File: src/source/rx_pkg.sv
package rx_pkg;

    ////////////////////////////////////////////////////////////////////
    // lane and datapath widths
    ////////////////////////////////////////////////////////////////////

    // time-interleaved lanes per clk_adc cycle
    localparam int NTI  = 16;
    // adc magnitude bits
    localparam int NADC = 8;
    // unfolded code width with room for sign and offset removal
    localparam int CODE_W = NADC + 2;
    // error and total counters
    localparam int CNT_W = 32;

    ////////////////////////////////////////////////////////////////////
    // prbs definitions
    ////////////////////////////////////////////////////////////////////

    // prbs7 with taps at 7 and 6 bits back in stream order
    localparam int NPRBS      = 7;
    localparam int PRBS_TAP_A = 7;
    localparam int PRBS_TAP_B = 6;

    // history plus one word of new bits
    localparam int EXT_W = NTI + NPRBS;

    // enough bits to count all lanes of one word
    localparam int FLAG_CNT_W = $clog2(NTI + 1);

    // vector types
    typedef logic        [NADC-1:0]       adc_mag_t;
    typedef logic signed [NADC-1:0]       offset_t;
    typedef logic signed [CODE_W-1:0]     code_t;
    typedef logic        [NTI-1:0]        lane_bits_t;
    typedef logic        [NPRBS-1:0]      prbs_state_t;
    typedef logic        [CNT_W-1:0]      count_t;
    typedef logic        [EXT_W-1:0]      prbs_ext_t;
    typedef logic        [FLAG_CNT_W-1:0] flag_cnt_t;

    // generator state after reset
    localparam prbs_state_t PRBS_RESET_STATE = '1;

endpackage

File: src/source/adc_unfold_stage.sv
`timescale 1ns/1ps

module adc_unfold_stage (
    input  logic             clk_adc,
    input  logic             rst_n_i,
    input  rx_pkg::adc_mag_t adc_mag_i [rx_pkg::NTI-1:0],
    input  rx_pkg::lane_bits_t adc_sign_i,
    input  rx_pkg::offset_t  pfd_offset_i,
    input  logic             check_en_i,
    output rx_pkg::code_t    code_o [rx_pkg::NTI-1:0],
    output logic             check_en_o
);

    rx_pkg::code_t mag_ext [rx_pkg::NTI-1:0];
    rx_pkg::code_t code_next [rx_pkg::NTI-1:0];
    rx_pkg::code_t offset_ext;

    // sign extend the offset once for all lanes
    assign offset_ext = rx_pkg::code_t'(pfd_offset_i);

    ////////////////////////////////////////////////////////////////////
    // sign-magnitude to two's complement
    ////////////////////////////////////////////////////////////////////

    always_comb begin
        for (int k = 0; k < rx_pkg::NTI; k++) begin
            // magnitude is unsigned so this zero extends
            mag_ext[k] = rx_pkg::code_t'(adc_mag_i[k]);
            if (adc_sign_i[k]) begin
                code_next[k] = mag_ext[k] - offset_ext;
            end else begin
                code_next[k] = -mag_ext[k] - offset_ext;
            end
        end
    end

    // code registers
    always_ff @(posedge clk_adc or negedge rst_n_i) begin
        if (!rst_n_i) begin
            for (int k = 0; k < rx_pkg::NTI; k++) begin
                code_o[k] <= '0;
            end
        end else begin
            for (int k = 0; k < rx_pkg::NTI; k++) begin
                code_o[k] <= code_next[k];
            end
        end
    end

    // enable follows the data by one stage
    always_ff @(posedge clk_adc or negedge rst_n_i) begin
        if (!rst_n_i) begin
            check_en_o <= 1'b0;
        end else begin
            check_en_o <= check_en_i;
        end
    end

endmodule

File: src/source/slicer_stage.sv
`timescale 1ns/1ps

module slicer_stage (
    input  logic               clk_adc,
    input  logic               rst_n_i,
    input  rx_pkg::code_t      code_i [rx_pkg::NTI-1:0],
    input  rx_pkg::offset_t    slice_thresh_i,
    input  logic               check_en_i,
    output rx_pkg::lane_bits_t bits_o,
    output logic               check_en_o
);

    rx_pkg::code_t      thresh_ext;
    rx_pkg::lane_bits_t bits_next;

    // threshold widened to the code width, keeping its sign
    assign thresh_ext = rx_pkg::code_t'(slice_thresh_i);

    ////////////////////////////////////////////////////////////////////
    // per-lane decision
    ////////////////////////////////////////////////////////////////////

    // strictly above threshold slices to one
    always_comb begin
        for (int k = 0; k < rx_pkg::NTI; k++) begin
            bits_next[k] = (code_i[k] > thresh_ext);
        end
    end

    always_ff @(posedge clk_adc or negedge rst_n_i) begin
        if (!rst_n_i) begin
            bits_o <= '0;
        end else begin
            bits_o <= bits_next;
        end
    end

    // second enable delay
    always_ff @(posedge clk_adc or negedge rst_n_i) begin
        if (!rst_n_i) begin
            check_en_o <= 1'b0;
        end else begin
            check_en_o <= check_en_i;
        end
    end

endmodule

File: src/source/prbs_bist_gen.sv
`timescale 1ns/1ps

module prbs_bist_gen (
    input  logic                clk_adc,
    input  logic                rst_n_i,
    input  logic                bist_load_i,
    input  rx_pkg::prbs_state_t bist_seed_i,
    input  logic                bist_inj_err_i,
    output rx_pkg::lane_bits_t  bits_o
);

    rx_pkg::prbs_state_t state_q;
    rx_pkg::prbs_ext_t   ext;
    rx_pkg::lane_bits_t  word_next;
    rx_pkg::lane_bits_t  inj_mask;

    ////////////////////////////////////////////////////////////////////
    // unrolled prbs7 over one word
    ////////////////////////////////////////////////////////////////////

    // ext[0] is the oldest history bit and ext[NPRBS+k] is lane k
    always_comb begin
        ext = '0;
        ext[rx_pkg::NPRBS-1:0] = state_q;
        for (int k = 0; k < rx_pkg::NTI; k++) begin
            ext[k + rx_pkg::NPRBS] = ext[k + rx_pkg::NPRBS - rx_pkg::PRBS_TAP_A] ^
                                     ext[k + rx_pkg::NPRBS - rx_pkg::PRBS_TAP_B];
        end
    end

    assign word_next = ext[rx_pkg::EXT_W-1:rx_pkg::NPRBS];

    // inject flips lane 0 of the output word only
    always_comb begin
        inj_mask    = '0;
        inj_mask[0] = bist_inj_err_i;
    end

    always_ff @(posedge clk_adc or negedge rst_n_i) begin
        if (!rst_n_i) begin
            state_q <= rx_pkg::PRBS_RESET_STATE;
            bits_o  <= '0;
        end else begin
            bits_o <= word_next ^ inj_mask;
            // seed overrides the history and the next word starts from it
            if (bist_load_i) begin
                state_q <= bist_seed_i;
            end else begin
                state_q <= ext[rx_pkg::EXT_W-1:rx_pkg::NTI];
            end
        end
    end

endmodule

File: src/source/prbs_checker_stage.sv
`timescale 1ns/1ps

module prbs_checker_stage (
    input  logic                clk_adc,
    input  logic                rst_n_i,
    input  rx_pkg::lane_bits_t  adc_bits_i,
    input  rx_pkg::lane_bits_t  bist_bits_i,
    input  logic                sel_bist_i,
    input  logic                check_en_i,
    input  logic                clear_i,
    output rx_pkg::lane_bits_t  err_flags_o,
    output rx_pkg::count_t      err_count_o,
    output rx_pkg::count_t      total_count_o
);

    rx_pkg::lane_bits_t  rx_bits;
    rx_pkg::prbs_state_t hist_q;
    rx_pkg::prbs_ext_t   ext;
    rx_pkg::lane_bits_t  pred_bits;
    rx_pkg::lane_bits_t  mismatch;
    rx_pkg::flag_cnt_t   num_err;

    function automatic rx_pkg::flag_cnt_t count_ones(input rx_pkg::lane_bits_t v);
        rx_pkg::flag_cnt_t n;
        n = '0;
        for (int k = 0; k < rx_pkg::NTI; k++) begin
            n = n + rx_pkg::flag_cnt_t'(v[k]);
        end
        return n;
    endfunction

    // source select
    assign rx_bits = sel_bist_i ? bist_bits_i : adc_bits_i;

    ////////////////////////////////////////////////////////////////////
    // self-synchronizing prediction
    ////////////////////////////////////////////////////////////////////

    // received word on top of the last 7 received bits
    assign ext = {rx_bits, hist_q};

    always_comb begin
        for (int k = 0; k < rx_pkg::NTI; k++) begin
            pred_bits[k] = ext[k + rx_pkg::NPRBS - rx_pkg::PRBS_TAP_A] ^
                           ext[k + rx_pkg::NPRBS - rx_pkg::PRBS_TAP_B];
        end
    end

    assign mismatch = rx_bits ^ pred_bits;
    assign num_err  = count_ones(mismatch);

    // history tracks the stream whether enabled or not
    always_ff @(posedge clk_adc or negedge rst_n_i) begin
        if (!rst_n_i) begin
            hist_q <= '0;
        end else begin
            hist_q <= rx_bits[rx_pkg::NTI-1:rx_pkg::NTI-rx_pkg::NPRBS];
        end
    end

    // flags
    always_ff @(posedge clk_adc or negedge rst_n_i) begin
        if (!rst_n_i) begin
            err_flags_o <= '0;
        end else if (check_en_i) begin
            err_flags_o <= mismatch;
        end else begin
            err_flags_o <= '0;
        end
    end

    ////////////////////////////////////////////////////////////////////
    // counters
    ////////////////////////////////////////////////////////////////////

    // clear wins over counting
    always_ff @(posedge clk_adc or negedge rst_n_i) begin
        if (!rst_n_i) begin
            err_count_o   <= '0;
            total_count_o <= '0;
        end else if (clear_i) begin
            err_count_o   <= '0;
            total_count_o <= '0;
        end else if (check_en_i) begin
            err_count_o   <= err_count_o + rx_pkg::count_t'(num_err);
            total_count_o <= total_count_o + rx_pkg::count_t'(rx_pkg::NTI);
        end
    end

endmodule

File: src/source/rx_bert_top.sv
`timescale 1ns/1ps

module rx_bert_top (
    input  logic                clk_adc,
    input  logic                rst_n_i,
    input  rx_pkg::adc_mag_t    adc_mag_i [rx_pkg::NTI-1:0],
    input  rx_pkg::lane_bits_t  adc_sign_i,
    input  rx_pkg::offset_t     pfd_offset_i,
    input  rx_pkg::offset_t     slice_thresh_i,
    input  logic                check_en_i,
    input  logic                sel_bist_i,
    input  logic                clear_i,
    input  logic                bist_load_i,
    input  rx_pkg::prbs_state_t bist_seed_i,
    input  logic                bist_inj_err_i,
    output rx_pkg::lane_bits_t  err_flags_o,
    output rx_pkg::count_t      err_count_o,
    output rx_pkg::count_t      total_count_o
);

    // stage 1 outputs
    rx_pkg::code_t      code_s1 [rx_pkg::NTI-1:0];
    logic               check_en_s1;

    // stage 2 outputs
    rx_pkg::lane_bits_t bits_s2;
    logic               check_en_s2;

    // bist word in the same stage as the slicer
    rx_pkg::lane_bits_t bist_bits;

    ////////////////////////////////////////////////////////////////////
    // unfold, slice, check
    ////////////////////////////////////////////////////////////////////

    adc_unfold_stage i_adc_unfold_stage (
        .clk_adc      (clk_adc),
        .rst_n_i      (rst_n_i),
        .adc_mag_i    (adc_mag_i),
        .adc_sign_i   (adc_sign_i),
        .pfd_offset_i (pfd_offset_i),
        .check_en_i   (check_en_i),
        .code_o       (code_s1),
        .check_en_o   (check_en_s1)
    );

    slicer_stage i_slicer_stage (
        .clk_adc        (clk_adc),
        .rst_n_i        (rst_n_i),
        .code_i         (code_s1),
        .slice_thresh_i (slice_thresh_i),
        .check_en_i     (check_en_s1),
        .bits_o         (bits_s2),
        .check_en_o     (check_en_s2)
    );

    prbs_bist_gen i_prbs_bist_gen (
        .clk_adc        (clk_adc),
        .rst_n_i        (rst_n_i),
        .bist_load_i    (bist_load_i),
        .bist_seed_i    (bist_seed_i),
        .bist_inj_err_i (bist_inj_err_i),
        .bits_o         (bist_bits)
    );

    prbs_checker_stage i_prbs_checker_stage (
        .clk_adc       (clk_adc),
        .rst_n_i       (rst_n_i),
        .adc_bits_i    (bits_s2),
        .bist_bits_i   (bist_bits),
        .sel_bist_i    (sel_bist_i),
        .check_en_i    (check_en_s2),
        .clear_i       (clear_i),
        .err_flags_o   (err_flags_o),
        .err_count_o   (err_count_o),
        .total_count_o (total_count_o)
    );

endmodule

File: config.mk
export PLATFORM = sky130hd
export DESIGN_NAME = rx_bert_top
export DESIGN_NICKNAME = d
export VERILOG_FILES = /design/src/source/rx_pkg.sv /design/src/source/adc_unfold_stage.sv /design/src/source/slicer_stage.sv /design/src/source/prbs_bist_gen.sv /design/src/source/prbs_checker_stage.sv /design/src/source/rx_bert_top.sv
export SDC_FILE = /design/constraint.sdc
export NUM_CORES = 1
export LEC_CHECK = 0
export ABC_AREA = 1
export ABC_CLOCK_PERIOD_IN_PS = 6700
export BUFFER_PORTS_ARGS = -buffer_cell sky130_fd_sc_hd__buf_2
export CAP_MARGIN = 20
export CORE_ASPECT_RATIO = 1.5
export CORE_MARGIN = 5
export CORE_UTILIZATION = 55
export DETAILED_ROUTE_END_ITERATION = 10
export GPL_ROUTABILITY_DRIVEN = 0
export PLACE_DENSITY = 0.78
export SETUP_SLACK_MARGIN = 0.5
export SLEW_MARGIN = 20
export SYNTH_ARGS = -nofsm -noshare
export SYNTH_HDL_FRONTEND = slang
export SYNTH_SLANG_ARGS = --single-unit
File: constraint.sdc
create_clock -name clk_adc -period 6.7 [get_ports clk_adc]
set_clock_uncertainty 0.05 [all_clocks]
set_input_delay 1.34 -clock clk_adc [delete_from_list [all_inputs] [get_ports clk_adc]]
set_output_delay 1.34 -clock clk_adc [all_outputs]
set_load 0.005 [all_outputs]
==> flow_summary.yaml <==
run_status:
  status: "finished clean"
clock_network:
  clock-sinks: 284
  cts_buffers: 34
  hold_buffers: 0
  clk_latency_ns: 0.53
  htree_levels: 2
  cts_tree: "built"
  clkTransAtPathRegs_ns: 0.06
  clock_path_buffers: 3
  cts-root-buf: "clkbuf_16"
synthesis:
  yosysTopAreaCell: "ha_1"
  synth-seq-cells: 284
  synth.area.top_cells: "ha_1 24%, dfrtp_1 23%, nand2_1 13%"
  synth_warnings: 0
  synth_sequential_area_ratio: 0.241
  synth_cell_types: 42
  netlist_instances: 4162
  yosys.area.top_type_share: 0.236
  syn-cell-area_mm2: 0.0295
  avgSynthCellArea_um2: 7.09
critical_path:
  r2r_setup_slack_ns: 1.07
  critPathLaunchType: "input pin"
  worstReg2RegEnd: "i_prbs_checker_stage.err_count_o[23]"
  critPathSlowestCell: "fa_1"
  cp_slowest_stage_delay_ns: 0.50
  cp_max_fo: 8
  path_class: "in2reg"
  crit_arrival_ns: 6.59
  reg2reg_from: "i_prbs_checker_stage.hist_q[1]"
  critical_path.most_common_cell: "fa_1"
  cp-end-kind: "flip-flop"
  critPathRequiredTime_ns: 7.11
  worstRegToRegCells: 23
  crit_family: "adder cells"
  path_buf_inv: 6
route:
  via_per_inst: 5.42
  drt_pass1_iterations: 5
  drt_iter0_markers: 1372
  routedWlPerCell_um: 15.7
  remaining_drc_errors: 0
  postRouteAntennaNets: 0
  drt_wl_total_mm: 81.3
  vias: 28000
power_and_ir_drop:
  p_leak_nw: 18.6
  clkPwrFrac: 0.130
  p_comb_frac: 0.714
  ir_worst_vdd_mv: 2.11
  power.density_mw_per_mm2: 438
  seqPwrFrac: 0.155
  p_int_mw: 7.93
  swShare: 0.454
  switchingPower_mw: 6.61
place:
  dp_slack_ns: -0.0453
  place_area_mm2: 0.0317
  place_hpwl_mm: 61.0
  portBuffers: 249
cells_and_area:
  layout_commonest_cell: "nand2_1"
  fillerInstances: 4857
  layout.nets: 5214
  drive_gt1_frac: 0.0947
  area_growth_pct: 12.3
  fin_area_mm2: 0.0332
  layout_common_cells: "973 x nand2_1, 754 x inv_1, 552 x ha_1, 363 x nand3_1, 295 x nor2_1"
worst_hold_path:
  hp-class: "reg2reg"
  min_path_cells: 0
  holdPathEnd: "i_slicer_stage.check_en_o"
  hold_path_startpoint: "i_adc_unfold_stage.check_en_o"
floorplan:
  ioPinCount: 254
  die_h_um: 294
  start_util: 0.552
  coreArea_mm2: 0.0535
  die_x_um: 199
  die_area_mm2: 0.0585
  rows: 104
flow_run:
  drv_cap: 0
global_route:
  grt_overflow: 0
  grt_max_degree: 116
  grt_pass1_vias: 27000
  antenna_found_initial: 13
  grt_pass1_wl_mm: 130
  grt_usage: 0.272
sta:
  grt_setup_unrepaired: "true"
  period_share: 0.923
  fin_tns_setup_ns: 0
  fmax_ghz: 0.162
  finalCriticalPeriod_ns: 6.19
  relSlewSlack: 0.318
  tightest_slew_ns: 1.02
  worst_slack_ns: 0.513
  slew_violations: 0
  hold_viol: 0
  setup_viol: 0
[registers in the layout (all words and copies together), names as in the netlist]
register / flops
i_prbs_bist_gen.state_q: 7
i_prbs_checker_stage.hist_q: 7
i_adc_unfold_stage.code_o: 160
i_prbs_checker_stage.err_count_o: 32
i_prbs_checker_stage.total_count_o: 28
i_prbs_bist_gen.bits_o: 16
i_slicer_stage.check_en_o: 1
i_slicer_stage.bits_o: 16
i_adc_unfold_stage.check_en_o: 1
i_prbs_checker_stage.err_flags_o: 16
[cell type report]
cell class	count	area (µm²)	share of cell area
multi-input combinational	3070	19600	0.590
sequential	284	7120	0.215
inverter	769	2890	0.0872
timing repair buffer	282	1570	0.0474
clock buffer	47	951	0.0287
tap	689	862	0.0260
clock inverter	14	188	0.00566
antenna	11	27.5	0.000830
[stage by stage]
stage / utilization / instances / power, mW / hold slack, ns
2_1_floorplan: - / 4165 / 8.69 / 0.281
3_3_place_gp: 0.594 / 5083 / 9.79 / 0.309
3_5_place_dp: 0.594 / 5083 / 10.2 / 0.296
4_1_cts: 0.615 / 5144 / 12.2 / 0.300
5_1_grt: 0.620 / 5157 / 15.8 / 0.331
6_report: 0.620 / 5166 / 14.5 / 0.299
[worst max-delay path by stage]
stage | start | end | slack, ns | cells after the start
detailed placement | sel_bist_i | i_prbs_checker_stage.err_count_o[23] | -0.05 | 26
floorplan | sel_bist_i | i_prbs_checker_stage.err_count_o[17] | 0.43 | 25
CTS | sel_bist_i | i_prbs_checker_stage.err_count_o[23] | 0.50 | 25
global placement | sel_bist_i | i_prbs_checker_stage.err_count_o[23] | 0.16 | 26
global route | sel_bist_i | i_prbs_checker_stage.err_count_o[23] | 0.33 | 25
finish | sel_bist_i | i_prbs_checker_stage.err_count_o[23] | 0.51 | 25
[cells in the mapped netlist (all sizes together)]
| cell | number |
|---|---|
| nand3b | 8 |
| o21a | 2 |
| mux2 | 4 |
| or2 | 1 |
| nor3 | 27 |
| nand3 | 370 |
| nor2 | 308 |
| o21bai | 38 |
| conb | 1 |
| inv | 768 |
| nor3b | 1 |
| o21ai | 258 |
| clkinv | 1 |
| xor2 | 44 |
| nand2 | 987 |
| nor2b | 1 |
| a21o | 5 |
| fa | 43 |
| ha | 556 |
| xnor2 | 39 |
| dfstp | 7 |
| a31oi | 32 |
| dfrtp | 277 |
| o22ai | 17 |
| and2 | 4 |
| a21oi | 247 |
| buf | 15 |
| clkbuf | 28 |
| nand4 | 73 |
[layer usage]
metal | wire (µm) | share of wire | track usage | vias up
li1 | - | - | - | 14000
met1 | 32000 | 0.39 | 0.320 | 12900
met4 | 4050 | 0.050 | 0.117 | 12
met3 | 4840 | 0.060 | 0.0370 | 254
met5 | 81 | 0.0010 | 0 | -
met2 | 40300 | 0.50 | 0.492 | 861
[cell families (layout without fill, tap and decap cells)]
family,count (synthesis),in the layout,share of synthesized area
flip-flops,284,284,0.241
multiplexers,4,4,0.00153
AO/OA/AOI/OAI,599,599,0.109
adder cells (fa/ha/maj),599,599,0.265
AND/OR/NAND/NOR,1780,1781,0.253
XOR/XNOR,83,83,0.0260
buffers and inverters,812,1112,0.105
other,1,15,0.000127
[repair_timing]
item | 4_1_cts | 5_1_grt
pin swaps | 0 | 9
gates resized for setup | 1 | 34
endpoints found under the hold margin | 0 | 0
gates cloned | 0 | 2
buffers inserted | 0 | 8
setup endpoints to repair | 1 | 27
[power by group through the flow]
| stage | sequential, mW | clock [mW] | combinational, mW |
|---|---|---|---|
| 4_1_cts | 2.26 | 1.92 | 8.00 |
| 3_3_place_gp | 2.28 | 0 | 7.51 |
| 6_report | 2.26 | 1.89 | 10.4 |
| 3_5_place_dp | 2.28 | 0 | 7.95 |
| 2_1_floorplan | 2.25 | 0 | 6.44 |
| 5_1_grt | 2.29 | 1.99 | 11.5 |
(Power assumes the default switching activity.)
